$ cat src/hdl/exec_pkg.sv
package exec_pkg;

   // operand and result width
   localparam int data_width = 8;
   localparam int op_width   = 5;

   // opcodes
   localparam logic [op_width-1:0] op_add = 5'd0;
   localparam logic [op_width-1:0] op_adc = 5'd1;
   localparam logic [op_width-1:0] op_sub = 5'd2;
   localparam logic [op_width-1:0] op_sbb = 5'd3;
   localparam logic [op_width-1:0] op_inc = 5'd4;
   localparam logic [op_width-1:0] op_dec = 5'd5;
   localparam logic [op_width-1:0] op_and = 5'd6;
   localparam logic [op_width-1:0] op_or  = 5'd7;
   localparam logic [op_width-1:0] op_xor = 5'd8;
   localparam logic [op_width-1:0] op_shl = 5'd9;
   localparam logic [op_width-1:0] op_shr = 5'd10;
   localparam logic [op_width-1:0] op_rol = 5'd11;
   localparam logic [op_width-1:0] op_ror = 5'd12;
   localparam logic [op_width-1:0] op_mul = 5'd13;
   localparam logic [op_width-1:0] op_div = 5'd14;
   localparam logic [op_width-1:0] op_cmp = 5'd15;
   localparam logic [op_width-1:0] op_sha = 5'd16;
   localparam logic [op_width-1:0] op_stc = 5'd17;
   localparam logic [op_width-1:0] op_clc = 5'd18;
   localparam logic [op_width-1:0] op_muh = 5'd19;

   // bit positions in the flag vector
   localparam int flag_c     = 0;
   localparam int flag_v     = 1;
   localparam int flag_z     = 2;
   localparam int flag_s     = 3;
   localparam int flag_count = 4;

   // one quotient bit per iteration
   localparam int div_steps = data_width;

endpackage

$ cat src/hdl/exec_if.sv
`timescale 1ns/100ps

interface exec_if;

   // operation held stable while the ALU and divider work on it
   logic [exec_pkg::op_width-1:0]   op;
   logic [exec_pkg::data_width-1:0] a;
   logic [exec_pkg::data_width-1:0] b;

   // current flag register, feeds carry-in and unchanged flags
   logic [exec_pkg::flag_count-1:0] flags;

   // one-cycle pulse, kicks off a divide
   logic                            start;

   modport ctrl (
      output op,
      output a,
      output b,
      output flags,
      output start
   );

   modport arith (
      input op,
      input a,
      input b,
      input flags
   );

   modport div (
      input a,
      input b,
      input start
   );

endinterface

$ cat src/hdl/adder.sv
`timescale 1ns/100ps

module adder (
   input  logic                            ci,
   input  logic [exec_pkg::data_width-1:0] ai,
   input  logic [exec_pkg::data_width-1:0] bi,
   output logic [exec_pkg::data_width-1:0] res,
   output logic                            co,
   output logic                            vo
);

   logic [exec_pkg::data_width:0] sum;

   // one extra bit catches the carry out
   assign sum = {1'b0, ai} + {1'b0, bi} + {{exec_pkg::data_width{1'b0}}, ci};

   assign res = sum[exec_pkg::data_width-1:0];
   assign co  = sum[exec_pkg::data_width];

   // same operand signs, different result sign
   assign vo = (ai[exec_pkg::data_width-1] == bi[exec_pkg::data_width-1]) &&
               (res[exec_pkg::data_width-1] != ai[exec_pkg::data_width-1]);

endmodule

$ cat src/hdl/alu.sv
`timescale 1ns/100ps

module alu (
   exec_if.arith                            bus,
   output logic [exec_pkg::data_width-1:0]  res,
   output logic [exec_pkg::flag_count-1:0]  flags
);

   logic                                ci;
   logic                                vi;
   logic                                zi;
   logic                                si;
   logic                                cin;
   logic [exec_pkg::data_width-1:0]     op2;
   logic [exec_pkg::data_width-1:0]     ares;
   logic                                aco;
   logic                                avo;
   logic [2*exec_pkg::data_width-1:0]   mres;
   logic                                co;
   logic                                cls_arith;
   logic                                cls_carry;

   assign ci = bus.flags[exec_pkg::flag_c];
   assign vi = bus.flags[exec_pkg::flag_v];
   assign zi = bus.flags[exec_pkg::flag_z];
   assign si = bus.flags[exec_pkg::flag_s];

   // carry in and second operand per opcode
   always_comb begin
      cin = ci;
      op2 = bus.b;
      case (bus.op)
         exec_pkg::op_add: cin = 1'b0;
         exec_pkg::op_sub,
         exec_pkg::op_cmp: begin
            cin = 1'b1;
            op2 = ~bus.b;
         end
         exec_pkg::op_sbb: op2 = ~bus.b;
         exec_pkg::op_inc: begin
            cin = 1'b1;
            op2 = '0;
         end
         exec_pkg::op_dec: begin
            cin = 1'b0;
            op2 = '1;
         end
         default: ;
      endcase
   end

   adder i_adder (
      .ci  (cin),
      .ai  (bus.a),
      .bi  (op2),
      .res (ares),
      .co  (aco),
      .vo  (avo)
   );

   assign mres = bus.a * bus.b;

   // result and carry out
   always_comb begin
      res = bus.a;
      co  = ci;
      case (bus.op)
         exec_pkg::op_add, exec_pkg::op_adc, exec_pkg::op_sub, exec_pkg::op_sbb,
         exec_pkg::op_inc, exec_pkg::op_dec, exec_pkg::op_cmp: begin
            res = ares;
            co  = aco;
         end
         exec_pkg::op_and: res = bus.a & bus.b;
         exec_pkg::op_or:  res = bus.a | bus.b;
         exec_pkg::op_xor: res = bus.a ^ bus.b;
         exec_pkg::op_shl: begin
            res = {bus.a[exec_pkg::data_width-2:0], 1'b0};
            co  = bus.a[exec_pkg::data_width-1];
         end
         exec_pkg::op_shr: begin
            res = {1'b0, bus.a[exec_pkg::data_width-1:1]};
            co  = bus.a[0];
         end
         exec_pkg::op_sha: begin
            res = {bus.a[exec_pkg::data_width-1], bus.a[exec_pkg::data_width-1:1]};
            co  = bus.a[0];
         end
         // rotates go through the carry
         exec_pkg::op_rol: begin
            res = {bus.a[exec_pkg::data_width-2:0], ci};
            co  = bus.a[exec_pkg::data_width-1];
         end
         exec_pkg::op_ror: begin
            res = {ci, bus.a[exec_pkg::data_width-1:1]};
            co  = bus.a[0];
         end
         exec_pkg::op_mul: res = mres[exec_pkg::data_width-1:0];
         exec_pkg::op_muh: res = mres[2*exec_pkg::data_width-1:exec_pkg::data_width];
         exec_pkg::op_stc: co = 1'b1;
         exec_pkg::op_clc: co = 1'b0;
         default: ;
      endcase
   end

   // opcode classes for the flag rules
   assign cls_arith = (bus.op == exec_pkg::op_add) || (bus.op == exec_pkg::op_adc) ||
                      (bus.op == exec_pkg::op_sub) || (bus.op == exec_pkg::op_sbb) ||
                      (bus.op == exec_pkg::op_inc) || (bus.op == exec_pkg::op_dec) ||
                      (bus.op == exec_pkg::op_cmp) || (bus.op == exec_pkg::op_mul) ||
                      (bus.op == exec_pkg::op_muh) || (bus.op == exec_pkg::op_div);
   assign cls_carry = (bus.op == exec_pkg::op_stc) || (bus.op == exec_pkg::op_clc);

   always_comb begin
      flags                   = '0;
      flags[exec_pkg::flag_c] = co;
      flags[exec_pkg::flag_v] = cls_arith ? avo : vi;
      flags[exec_pkg::flag_z] = cls_carry ? zi : ~|res;
      flags[exec_pkg::flag_s] = cls_arith ? res[exec_pkg::data_width-1] : si;
   end

endmodule

$ cat src/hdl/divider.sv
`timescale 1ns/100ps

module divider (
   input  logic                            clk,
   input  logic                            reset,
   exec_if.div                             bus,
   output logic [exec_pkg::data_width-1:0] quotient,
   output logic                            div_zero,
   output logic                            done
);

   logic [exec_pkg::data_width-1:0] rem;
   logic [exec_pkg::data_width-1:0] q;
   logic [exec_pkg::data_width-1:0] divisor;
   logic [exec_pkg::div_steps-1:0]  step_sr;
   logic [exec_pkg::data_width+1:0] trial;
   logic                            busy;

   // one-hot step counter, a set bit means an iteration this cycle
   assign busy = |step_sr;

   always_ff @(posedge clk) begin
      if (reset) begin
         step_sr <= '0;
         done    <= 1'b0;
      end else begin
         done <= step_sr[exec_pkg::div_steps-1];
         if (bus.start) begin
            step_sr <= {{(exec_pkg::div_steps-1){1'b0}}, 1'b1};
         end else begin
            step_sr <= step_sr << 1;
         end
      end
   end

   // shifted partial remainder minus divisor, msb set when negative
   assign trial = {1'b0, rem, q[exec_pkg::data_width-1]} - {2'b00, divisor};

   always_ff @(posedge clk) begin
      if (bus.start) begin
         rem      <= '0;
         q        <= bus.a;
         divisor  <= bus.b;
         div_zero <= (bus.b == '0);
      end else if (busy) begin
         q <= {q[exec_pkg::data_width-2:0], ~trial[exec_pkg::data_width+1]};
         if (!trial[exec_pkg::data_width+1]) begin
            rem <= trial[exec_pkg::data_width-1:0];
         end else begin
            // restore
            rem <= {rem[exec_pkg::data_width-2:0], q[exec_pkg::data_width-1]};
         end
      end
   end

   // all ones on a zero divisor
   assign quotient = div_zero ? '1 : q;

endmodule

$ cat src/hdl/exec_control.sv
`timescale 1ns/100ps

module exec_control (
   input  logic                            clk,
   input  logic                            reset,
   input  logic                            req,
   input  logic [exec_pkg::op_width-1:0]   op,
   input  logic [exec_pkg::data_width-1:0] a,
   input  logic [exec_pkg::data_width-1:0] b,
   output logic                            ack,
   output logic [exec_pkg::data_width-1:0] res,
   output logic [exec_pkg::flag_count-1:0] flags,
   exec_if.ctrl                            bus,
   input  logic [exec_pkg::data_width-1:0] alu_res,
   input  logic [exec_pkg::flag_count-1:0] alu_flags,
   input  logic [exec_pkg::data_width-1:0] quotient,
   input  logic                            div_zero,
   input  logic                            div_done
);

   typedef enum logic [1:0] {
      s_idle,
      s_wait,
      s_ack,
      s_release
   } state_t;

   state_t                          state;
   logic [exec_pkg::flag_count-1:0] div_flags;

   assign bus.flags = flags;

   // divide keeps carry and sign
   always_comb begin
      div_flags                   = flags;
      div_flags[exec_pkg::flag_v] = div_zero;
      div_flags[exec_pkg::flag_z] = ~|quotient;
   end

   // operation latch, taken on acceptance
   always_ff @(posedge clk) begin
      if (state == s_idle && req) begin
         bus.op <= op;
         bus.a  <= a;
         bus.b  <= b;
      end
   end

   always_ff @(posedge clk) begin
      if (reset) begin
         state     <= s_idle;
         ack       <= 1'b0;
         bus.start <= 1'b0;
         res       <= '0;
         flags     <= '0;
      end else begin
         bus.start <= 1'b0;
         case (state)
            s_idle: begin
               if (req) begin
                  bus.start <= (op == exec_pkg::op_div);
                  state     <= s_wait;
               end
            end
            // alu ops finish here in one cycle
            s_wait: begin
               if (bus.op != exec_pkg::op_div) begin
                  res   <= alu_res;
                  flags <= alu_flags;
                  ack   <= 1'b1;
                  state <= s_ack;
               end else if (div_done) begin
                  res   <= quotient;
                  flags <= div_flags;
                  ack   <= 1'b1;
                  state <= s_ack;
               end
            end
            s_ack: begin
               if (!req) begin
                  state <= s_release;
               end
            end
            s_release: begin
               ack   <= 1'b0;
               state <= s_idle;
            end
            default: state <= s_idle;
         endcase
      end
   end

endmodule

$ cat src/hdl/exec_unit.sv
`timescale 1ns/100ps

module exec_unit (
   input  logic                            clk,
   input  logic                            reset,
   input  logic                            req,
   input  logic [exec_pkg::op_width-1:0]   op,
   input  logic [exec_pkg::data_width-1:0] a,
   input  logic [exec_pkg::data_width-1:0] b,
   output logic                            ack,
   output logic [exec_pkg::data_width-1:0] res,
   output logic [exec_pkg::flag_count-1:0] flags
);

   logic [exec_pkg::data_width-1:0] alu_res;
   logic [exec_pkg::flag_count-1:0] alu_flags;
   logic [exec_pkg::data_width-1:0] quotient;
   logic                            div_zero;
   logic                            div_done;

   exec_if bus ();

   exec_control i_control (
      .clk       (clk),
      .reset     (reset),
      .req       (req),
      .op        (op),
      .a         (a),
      .b         (b),
      .ack       (ack),
      .res       (res),
      .flags     (flags),
      .bus       (bus.ctrl),
      .alu_res   (alu_res),
      .alu_flags (alu_flags),
      .quotient  (quotient),
      .div_zero  (div_zero),
      .div_done  (div_done)
   );

   alu i_alu (
      .bus   (bus.arith),
      .res   (alu_res),
      .flags (alu_flags)
   );

   divider i_divider (
      .clk      (clk),
      .reset    (reset),
      .bus      (bus.div),
      .quotient (quotient),
      .div_zero (div_zero),
      .done     (div_done)
   );

endmodule

$ cat config.mk
export PLATFORM = sky130hd
export DESIGN_NAME = exec_unit
export DESIGN_NICKNAME = d
export VERILOG_FILES = /design/src/hdl/exec_pkg.sv /design/src/hdl/exec_if.sv /design/src/hdl/adder.sv /design/src/hdl/alu.sv /design/src/hdl/divider.sv /design/src/hdl/exec_control.sv /design/src/hdl/exec_unit.sv
export SDC_FILE = /design/constraint.sdc
export NUM_CORES = 1
export LEC_CHECK = 0
export BUFFER_PORTS_ARGS = -buffer_cell sky130_fd_sc_hd__buf_2
export CORE_MARGIN = 5
export CORE_UTILIZATION = 63
export DETAILED_ROUTE_END_ITERATION = 12
export GPL_ROUTABILITY_DRIVEN = 1
export PLACE_DENSITY_LB_ADDON = 0.25
export SYNTH_ARGS = -nofsm -noshare
export SYNTH_HDL_FRONTEND = slang
export SYNTH_SLANG_ARGS = --single-unit
$ cat constraint.sdc
create_clock -name clk -period 6.6 [get_ports clk]
set_input_delay 0.33 -clock clk [delete_from_list [all_inputs] [get_ports clk]]
set_output_delay 0.33 -clock clk [all_outputs]
set_load 0.02 [all_outputs]
---- Word-level counts from Yosys, hierarchy flattened ----
Cells that the tools add are included.
W data, S select, Z words.
word-level totals
  bits in registers ....................... 71
  input port bits ......................... 24
operators by class
  add/sub/neg operators ................... 3
  multiply operators ...................... 1
  equality and inequality tests ........... 31
  muxes and demuxes ....................... 24
  bitwise gates (word level) .............. 7
  reductions and logical operators ........ 39
operator list
  cell                  count
  $pmux W8 S11          1
  $mux W8               6
  $eq A5 B4 Y1 const B  9
  $pmux W8 S3           1
  $reduce_or A8 Y1      3
  $eq A5 B3 Y1 const B  4
  $eq A5 B5 Y1 const B  4
  $mul A8 B8 Y16        1
  $reduce_and A3 Y1     5
  $reduce_or A3 Y1      4
  $eq A5 B2 Y1 const B  2
  $logic_or A1 B1 Y1    10
  $sub A9 B8 Y10        1
  $add A8 B8 Y9         1
  $add A9 B1 Y9         1
  $and A8 B8 Y8         1
  $logic_not A8 Y1      1
  $mux W2               4
  $not A8 Y8            1
  $or A8 B8 Y8          1
  $pmux W2 S4           1
  $xor A8 B8 Y8         1
  $reduce_or A7 Y1      1
  $mux W1               6
  other kinds (22)      35

---- Longest topological paths before layout ----
Gate-level depths: netlist (run 1).
  depth in word-level cells ............... 12
  mapped depth ............................ 20

---- Cells and area by module ----
Synthesis (run 1) repeated with hierarchy kept, for this count alone.
second synthesis, totals
  cell total of the unflattened synthesis .. 767
  area, all modules ....................... 6834.1 µm²
modules (own cells, without submodules)
  module        instances  cells an instance  area an instance (µm²)  seq. area each (µm²)
  alu           1          447                3280.6                  0.0
  divider       1          156                1700.4                  850.8
  exec_control  1          122                1516.5                  950.9
  adder         1          42                 336.6                   0.0

---- Worst setup path after synthesis (run 1) ----
OpenSTA, ideal clock, no wires.
  kind .................................... register to register
  start ................................... register i_control.bus.a[4]
  end ..................................... register i_control.flags, in the netlist i_control.bus.flags[2]
  library setup time ...................... 0.071 ns
  arrival time ............................ 5.059 ns
  data required time ...................... 6.529 ns
  path slack .............................. 1.470 ns
  cell stages (with the launch flop) ...... 21
  buffers on the path ..................... 1
  clock period less this slack ............ 5.130 ns
  path through ............................ edfxtp_1 > clkbuf_1 > inv_1 > nor2_1 > fa_1 > inv_1 > fa_1 > inv_1 > fa_1 > inv_1 > fa_1 > inv_1 > ha_1 > and3_1 > a221o_1 > or3_1 > nand3_1 > nand4_1 > or4b_1 > nor4_1 > o2bb2ai_1
between the ends
  longest elaborated chain between the ends .. 7
  elaborated cells between the ends (all ways) .. 11
RTL lines
  item                                                    line                text
  from (decl)                                             exec_if.sv:18       output a,
  branches (longest 2 deep; another with $mul A8 B8 Y16)  n/a
  $pmux W8 S11 (*)                                        alu.sv:67           case (bus.op)
  $reduce_or A8 Y1 (*)                                    alu.sv:117          flags[exec_pkg::flag_z] = cls_carry ? zi : ~|res;
  $logic_not A1 Y1 (*)                                    alu.sv:117
  $mux W1 (*)                                             alu.sv:117
  $mux W4 (*)                                             exec_control.sv:67  if (bus.op != exec_pkg::op_div) begin
  to (signal assigned)                                    exec_control.sv:69  flags <= alu_flags;
  to (signal assigned)                                    exec_control.sv:74  flags <= div_flags;
  to (decl)                                               exec_control.sv:12  output logic [exec_pkg::flag_count-1:0] flags,
Mark *: on every way between the ends. The select of a mux whose other input is x is not followed.
A chain may end at the register's enable or synchronous reset.

---- Worst setup path in the final report (run 1) ----
Ends and elaborated chain as after synthesis.

==> impl_metrics.json, run 1 <==
{
  "p_int_mw": 1.89,
  "port_buffers": 36,
  "postCtsSetupBuffers": 0,
  "clock_path_buffers": 2,
  "cp-end-kind": "flop",
  "synth-seq-cells": 71,
  "die_w_um": 113,
  "cts.clk_slew.worst_paths_ns": 0.09,
  "via_per_inst": 6.51,
  "synth.cell_area_um2": 6680,
  "setup_tns_ns": 0,
  "num_antenna_cells": 0,
  "max_slew_margin_pct": 23.9,
  "max_freq_mhz": 176,
  "post_cts_resized": 0,
  "wl_met3_mm": 1.85,
  "reg2reg_from": "i_control.bus.a[4]",
  "numCtsBuffers": 9,
  "setup_slack_ns": 0.908,
  "critical_path_arrival_ns": 5.99,
  "power.density_nw_per_um2": 562,
  "wl_mm": 19.5,
  "critPathMaxFanout": 10,
  "synth_edf_count": 38,
  "die-area_um2": 12800,
  "dr.pass1.iters": 5,
  "reg2reg_slack_ns": 0.91,
  "grt.overflow.total": 0,
  "dr_wl_met2_mm": 9.00,
  "placed_area_um2": 6910,
  "status": "complete, no violations",
  "pin_count": 37,
  "hold_viol": 0,
  "avgSynthCellArea_um2": 9.01,
  "post-route-drc-count": 0,
  "synth_cell_types": 79,
  "start_util_pct": 64.7,
  "hold_class": "in2reg",
  "switching_power_mw": 2.11,
  "final_cells": 904,
  "vias": 5889,
  "peakVddDrop_mv": 0.698,
  "row_count": 37,
  "critical_path_class": "reg2reg",
  "cts_tree": "built",
  "hpwl_mm": 14.9,
  "cts_hold_buf": 0,
  "yosys.area.top_type_share_pct": 17.1,
  "critPathLaunchType": "flop",
  "async_flop_share_pct": 0,
  "p_clk_share_pct": 9.0,
  "yosysWarningCount": 0,
  "cts-root-buf": "clkbuf_8",
  "synth_nets": 876,
  "final_antenna_net_count": 0,
  "synth.most_common_cell": "inv_1",
  "min_period_ns": 5.69,
  "fin_nets": 898,
  "grt_pass1_wl_mm": 31.2,
  "die_h_um": 113,
  "drt-wirelength-per-cell_um": 21.5,
  "antenna_found_initial": 0,
  "gp_congestion": 0.952,
  "synthCells": 741,
  "seq_power_share_pct": 17.8,
  "min_period_over_period_pct": 86.2,
  "rsz0062_at_grt": "false",
  "drive_above_1_share_pct": 10.2,
  "cts-htree-levels": 3,
  "drv_slew": 0,
  "hold_end": "i_control.bus.a[7]",
  "stdcell_area_um2": 7110,
  "worstPathRequired_ns": 6.90,
  "synth_largest_area_cell": "edfxtp_1",
  "place_inst": 888,
  "synthFlopType": "edfxtp_1",
  "setup_viol": 0,
  "ys_top_cells_by_area": "edfxtp_1, ha_1, fa_1, dfxtp_1, inv_1",
  "wl_met1_mm": 8.07,
  "clk_latency_ns": 0.37,
  "top_layer": "met4",
  "r2r_cells": 19,
  "drt_iter0_markers": 769,
  "min_from": "a[7]",
  "synth_common_cells": "inv_1, nor2_1, ha_1, nand2_1, fa_1",
  "p_sw_share_pct": 52.8,
  "ys_seq_area_share_pct": 27.0,
  "finClkSkew_ns": 0.0145,
  "cts.sinks": 71,
  "core_area_um2": 10300,
  "maxCapViolations": 0,
  "r2r-end": "i_control.bus.flags[2]",
  "syn_to_final_growth_pct": 6.52,
  "grt_max_degree": 32,
  "worst_pin_slew_ns": 1.13,
  "p_leak_nw": 3.12,
  "pre_cts_slack_ns": 1.07,
  "worstHoldPathCells": 1,
  "combPwrFrac_pct": 73.2,
  "first_global_vias": 5737,
  "track_usage_pct": 31.3
}
==> placed cells by master, fill, tap and decap left out, drive strengths merged, types with 9 or more instances in the layout <==
master / instances
inv: 89
nor2: 76
ha: 72
nand2: 61
fa: 39
buf: 39
edfxtp: 38
o21ai: 36
a21oi: 36
dfxtp: 33
xnor2: 13
nand3: 13
nor2b: 11
a22oi: 10
a211oi: 10
clkbuf: 10
o21a: 9
and2: 9
==> final cells by class <==
cell class,count,area (um^2)
multi-input cells,553,4400
fillers,851,3210
flip-flops and latches,71,1800
inverters,89,334
repair buffers,39,203
well taps,136,170
clock buffers,10,149
clock inverters,6,53.8
==> worst max-delay path by stage <==
stage / startpoint / endpoint / slack [ns] / cells past startpoint
3_3_place_gp: i_control.bus.a[4] / i_control.bus.flags[2] / 1.19 / 19
6_report: i_control.bus.a[4] / i_control.bus.flags[2] / 0.91 / 19
5_1_grt: i_control.bus.a[3] / i_control.bus.flags[2] / 0.70 / 19
4_1_cts: i_control.bus.a[4] / i_control.bus.flags[2] / 1.02 / 19
3_5_place_dp: i_control.bus.a[4] / i_control.bus.flags[2] / 1.07 / 19
2_1_floorplan: i_control.bus.a[4] / i_control.bus.flags[2] / 1.47 / 20
==> kinds of logic (layout without fill, tap and decap cells) <==
family / count (synthesis) / count (layout) / share of synthesized area [%]
compound gates: 179 / 179 / 18.7
buf+inv: 117 / 144 / 7.10
xor+xnor: 19 / 19 / 2.49
flops: 71 / 71 / 27.0
mux: 15 / 15 / 2.38
simple gates: 229 / 229 / 17.1
fa+ha+maj: 111 / 111 / 25.2
==> critical path, stage by stage (launching register included) <==
cell and delay, ns:
edfxtp_1 0.62, inv_1 0.24, nor2_1 0.09, fa_1 0.50, inv_1 0.05, fa_1 0.53, inv_1 0.05, fa_1 0.52
inv_1 0.05, fa_1 0.53, inv_1 0.04, ha_1 0.36, and3_1 0.18, a221o_1 0.35, or3_1 0.32, nand3_1 0.15
nand4_1 0.15, or4b_1 0.49, nor4_1 0.23, o2bb2ai_1 0.15
==> routing by layer <==
metal	vias up	global-route usage (%)
met1	2837	43.2
li1	2674	-
met2	330	48.9
met4	0	10.6
met3	48	6.95
met5	-	0
==> power groups by stage <==
stage | combinational, mW | sequential [mW] | clock (mW)
floorplan | 2.15 | 0.652 | 0
global placement | 2.77 | 0.707 | 0
detailed placement | 2.86 | 0.714 | 0
CTS | 2.88 | 0.704 | 0.363
global route | 3.29 | 0.723 | 0.386
finish | 2.93 | 0.713 | 0.359
==> registers in the layout (all words and copies together) (netlist names) <==
| signal | flops |
|---|---|
| i_divider.step_sr | 8 |
| i_control.bus.a | 8 |
| i_divider.rem | 8 |
| i_control.bus.flags | 4 |
| i_divider.divisor | 8 |
| i_control.ack | 1 |
| i_divider.q | 8 |
| i_control.bus.start | 1 |
| i_control.res | 8 |
| i_control.bus.b | 8 |
| i_divider.done | 1 |
| i_control.state | 2 |
| i_divider.div_zero | 1 |
| i_control.bus.op | 5 |
==> through the flow <==
step	util, %	hold slack (ns)	total power, mW
floorplan	-	0.407	2.80
global placement	66.9	0.439	3.47
detailed placement	66.9	0.449	3.58
CTS	68.9	0.121	3.95
global route	68.9	0.114	4.40
finish	68.9	0.124	4.00
(Power assumes the default switching activity.)
==> inputs of run 2 (changes only) <==
clock period = 5.4 ns   (was 6.6 ns; I/O delays follow)
==> impl_metrics.json, run 2 (synthesis results as in run 1) <==
{
  "status": "complete, no violations",
  "drv_slew": 0,
  "dr.pass1.iters": 6,
  "power.density_nw_per_um2": 674,
  "track_usage_pct": 31.1,
  "core_area_um2": 10300,
  "grt_pass1_wl_mm": 31.2,
  "peakVddDrop_mv": 0.658,
  "p_leak_nw": 3.27,
  "max_freq_mhz": 193,
  "multi_input_area_um2": 4410,
  "min_from": "a[2]",
  "pin_count": 37,
  "critical_path_class": "reg2reg",
  "via_per_inst": 6.47,
  "fin_nets": 931,
  "first_global_vias": 6084,
  "min_period_over_period_pct": 95.9,
  "die-area_um2": 12800,
  "clk_latency_ns": 0.37,
  "critical_path_arrival_ns": 5.48,
  "drive_above_1_share_pct": 14.1,
  "cts_tree": "built",
  "critPathMaxFanout": 6,
  "gp_congestion": 1.03,
  "final_cells": 937,
  "stdcell_area_um2": 7350,
  "setup_slack_ns": 0.221,
  "pre_cts_slack_ns": 0.207,
  "final_antenna_net_count": 0,
  "setup_viol": 0,
  "n_fill_cell": 812,
  "die_h_um": 113,
  "hold_class": "in2reg",
  "wl_mm": 19.6,
  "cts.clk_slew.worst_paths_ns": 0.09,
  "cts.sinks": 71,
  "num_antenna_cells": 0,
  "worstPathRequired_ns": 5.70,
  "row_count": 37,
  "crit_start": "i_control.bus.a[1]",
  "cp-end-kind": "flop",
  "grt_max_degree": 32,
  "fin_util_pct": 71.2,
  "post-route-drc-count": 0,
  "cts-htree-levels": 3,
  "critPathLaunchType": "flop",
  "cts-root-buf": "clkbuf_8",
  "grt.overflow.total": 0,
  "syn_to_final_growth_pct": 10.1,
  "worst_pin_slew_ns": 1.04,
  "hold_viol": 0,
  "drt-wirelength-per-cell_um": 20.9,
  "die_w_um": 113,
  "setup_tns_ns": 0,
  "maxCapViolations": 0,
  "clock_path_buffers": 2,
  "min_period_ns": 5.18,
  "antenna_found_initial": 0,
  "numCtsBuffers": 9,
  "final_cell_mix": "inv_1, nor2_1, ha_1",
  "max_slew_margin_pct": 30.6,
  "port_buffers": 36,
  "hpwl_mm": 15.0,
  "finClkSkew_ns": 0.0125,
  "vias": 6064,
  "cts_hold_buf": 0,
  "drt_iter0_markers": 714,
  "reg2reg_from": "i_control.bus.a[1]",
  "start_util_pct": 64.7,
  "layout_commonest_cell": "inv_1",
  "place_inst": 920,
  "seqCellArea_um2": 1800,
  "placed_area_um2": 7150
}
==> run 2: cell types whose count changed in the layout (fill, tap and decap cells not counted) <==
cell	previous run	this run
inv_8	2	1
buf_4	3	36
inv_4	1	0
nor4_1	5	4
nor4_2	0	1
clkbuf_16	1	0
ha_2	0	1
inv_6	2	3
clkinv_4	0	2
ha_1	72	71
==> run 2: cell type report <==
| cell class | instances | area share (%) |
|---|---|---|
| clock buffer | 9 | 1.68 |
| clock inverter | 7 | 0.851 |
| inverter | 89 | 4.54 |
| multi-input combinational | 553 | 60.0 |
| sequential | 71 | 24.5 |
| tap | 136 | 2.31 |
| timing repair buffer | 72 | 6.13 |
==> run 2: final timing paths <==
path | depth (start not counted) | slack, ns | to
worst max-delay path | 17 | 0.22 | i_control.bus.flags[2]
worst min-delay path | 1 | 0.07 | i_control.bus.a[2]
worst max register to register | 17 | 0.22 | i_control.bus.flags[2]
worst min register to register | 2 | 0.45 | i_control.res[1]
==> run 2: power breakdown <==
group	switching (mW)	internal [mW]	leakage, nW
logic	2.25	1.49	2.55
clock network	0.251	0.177	0.0927
registers	0.100	0.681	0.623
total	2.60	2.35	3.27
==> run 2: timing repair <==
action	in CTS	in global routing
resized for setup	0	2
setup buffers	0	1
endpoints found under the setup margin	0	1
==> run 2: worst max-delay path, cell delays in order (launching register included) <==
cell and delay, ns:
edfxtp_1 0.42, inv_1 0.21, nor2_1 0.10, fa_1 0.45, fa_1 0.54, inv_1 0.05, fa_1 0.46, fa_1 0.54
inv_1 0.04, ha_1 0.35, and3_1 0.19, a221o_1 0.34, or3_1 0.32, nand3_1 0.15, nand4_1 0.14, or4b_1 0.50
nor4_2 0.16, o2bb2ai_1 0.13
==> run 2: per-stage QoR <==
step | hold WS, ns | total power [mW]
after floorplan | 0.347 | 3.42
after detailed placement | 0.443 | 4.44
after global routing | 0.0637 | 5.39
after global placement | 0.439 | 4.33
after CTS | 0.0540 | 4.90
final | 0.0682 | 4.95
==> run 2: layer usage <==
metal	track usage [%]	share of wire [%]	vias to the layer above
li1	-	-	2730
met1	39.5	38	2903
met2	50.2	48	365
met3	8.07	11	66
met4	13.5	3.7	0
met5	0	0	-
==> inputs of run 3 (changes only) <==
CORE_UTILIZATION = 30   (was 63)
clock period = 6.2 ns   (was 5.4 ns; I/O delays follow)
==> impl_metrics.json, run 3 (synthesis results as in run 1) <==
{
  "p_clk_share_pct": 11.6,
  "antenna_found_initial": 0,
  "worstHoldPathCells": 1,
  "maxCapViolations": 0,
  "p_sw_share_pct": 50.8,
  "postCtsSetupBuffers": 0,
  "die_w_um": 159,
  "min_period_ns": 5.51,
  "post_cts_resized": 0,
  "power.density_nw_per_um2": 576,
  "pin_count": 37,
  "post-route-drc-count": 0,
  "start_util_pct": 30.5,
  "min_from": "a[6]",
  "drv_slew": 0,
  "fin_nets": 909,
  "setup_viol": 0,
  "final_cell_mix": "inv_1, nor2_1, ha_1",
  "cts-htree-levels": 3,
  "peakVddDrop_mv": 0.316,
  "port_buffers": 36,
  "cts_tree": "built",
  "final_cells": 1059,
  "switching_power_mw": 2.18,
  "critPathLaunchType": "flop",
  "die_h_um": 159,
  "max_freq_mhz": 182,
  "cts_hold_buf": 0,
  "numCtsBuffers": 9,
  "grt_pass1_wl_mm": 30.1,
  "clock_path_buffers": 2,
  "core_area_um2": 21900,
  "min_period_over_period_pct": 88.8,
  "drt_iter0_markers": 427,
  "syn_to_final_growth_pct": 11.6,
  "cts-root-buf": "clkbuf_16",
  "final_antenna_net_count": 0,
  "crit_start": "i_control.bus.a[5]",
  "cp-end-kind": "flop",
  "rsz0062_at_grt": "false",
  "cts.sinks": 71,
  "combPwrFrac_pct": 71.6,
  "r2r_cells": 19,
  "use_met3_pct": 2.85,
  "critPathMaxFanout": 9,
  "critical_path_class": "reg2reg",
  "worstPathRequired_ns": 6.48,
  "via_per_inst": 5.24,
  "wl_mm": 19.3,
  "place_inst": 1043,
  "max_slew_margin_pct": 35.1,
  "first_global_vias": 5284,
  "row_count": 54,
  "critical_path_arrival_ns": 5.78,
  "busiest_layer": "met2",
  "grt_max_degree": 32,
  "drt-wirelength-per-cell_um": 18.2,
  "setup_tns_ns": 0,
  "finClkSkew_ns": 0.00721,
  "dr.pass1.iters": 7,
  "status": "complete, no violations",
  "hold_viol": 0,
  "grtUsageMet1_pct": 21.6,
  "setup_slack_ns": 0.694,
  "hpwl_mm": 14.9,
  "seq_power_share_pct": 16.8,
  "vias": 5551,
  "drive_above_1_share_pct": 11.4,
  "track_usage_pct": 14.9,
  "pre_cts_slack_ns": 0.670,
  "grt.overflow.total": 0,
  "layout_commonest_cell": "inv_1",
  "num_antenna_cells": 0,
  "hold_class": "in2reg",
  "p_int_mw": 2.11,
  "worst_pin_slew_ns": 0.967,
  "die-area_um2": 25300,
  "gp_congestion": 0.928,
  "p_leak_nw": 3.21,
  "cts.clk_slew.worst_paths_ns": 0.06,
  "reg2reg_from": "i_control.bus.a[5]",
  "grt_util_met2_pct": 22.9,
  "clk_latency_ns": 0.35
}
-- run 3: changes by cell type in the layout (fill, tap and decap cells not counted) --
cell / before / now
nor4_2: 1 / 0
clkbuf_16: 0 / 9
clkinv_4: 2 / 3
inv_6: 3 / 2
clkbuf_8: 9 / 0
inv_8: 1 / 0
ha_1: 71 / 72
clkinv_2: 0 / 1
nor4_1: 4 / 5
ha_2: 1 / 0
buf_4: 36 / 14
-- run 3: routing by layer --
layer	up-vias	wire length, um
li1	2692	-
met1	2630	8960
met4	0	306
met3	26	1360
met5	-	0
met2	203	8660
-- run 3: cell type report --
| cell class | instances | area (um^2) |
|---|---|---|
| Multi-Input combinational cell | 553 | 4400 |
| Inverter | 89 | 334 |
| Fill cell | 2289 | 14400 |
| Clock buffer | 9 | 225 |
| Timing Repair Buffer | 50 | 285 |
| Tap cell | 280 | 350 |
| Sequential cell | 71 | 1800 |
| Clock inverter | 7 | 56.3 |
-- run 3: final timing paths --
path                            slack (ns)                endpoint
worst min-delay path                  0.14      i_control.bus.a[6]
worst max-delay path                  0.69  i_control.bus.flags[2]
worst min register to register        0.45        i_control.res[5]
worst max register to register        0.69  i_control.bus.flags[2]
-- run 3: stage by stage --
step	hold WS (ns)	total power [mW]	utilization (%)	area [um^2]
5_1_grt	0.117	4.76	34.1	7450
2_1_floorplan	0.387	2.98	-	6680
3_5_place_dp	0.441	3.80	32.8	7170
3_3_place_gp	0.437	3.81	32.8	7170
6_report	0.137	4.29	34.1	7450
4_1_cts	0.121	4.32	34.1	7450
-- run 3: power by group through the flow --
stage	sequential (mW)	combinational [mW]	clock, mW
final	0.723	3.07	0.496
after global routing	0.738	3.49	0.535
after CTS	0.720	3.09	0.512
after detailed placement	0.729	3.07	0
after global placement	0.729	3.08	0
after floorplan	0.694	2.29	0
-- run 3: worst max-delay path: stages, from the launching register on --
cell and delay [ns]:
edfxtp_1 0.53, inv_1 0.23, nor2_1 0.10, fa_1 0.53
inv_1 0.05, fa_1 0.53, inv_1 0.05, fa_1 0.52
inv_1 0.05, fa_1 0.52, inv_1 0.04, ha_1 0.35
and3_1 0.17, a221o_1 0.36, or3_1 0.32, nand3_1 0.12
nand4_1 0.14, or4b_1 0.48, nor4_1 0.17, o2bb2ai_1 0.14
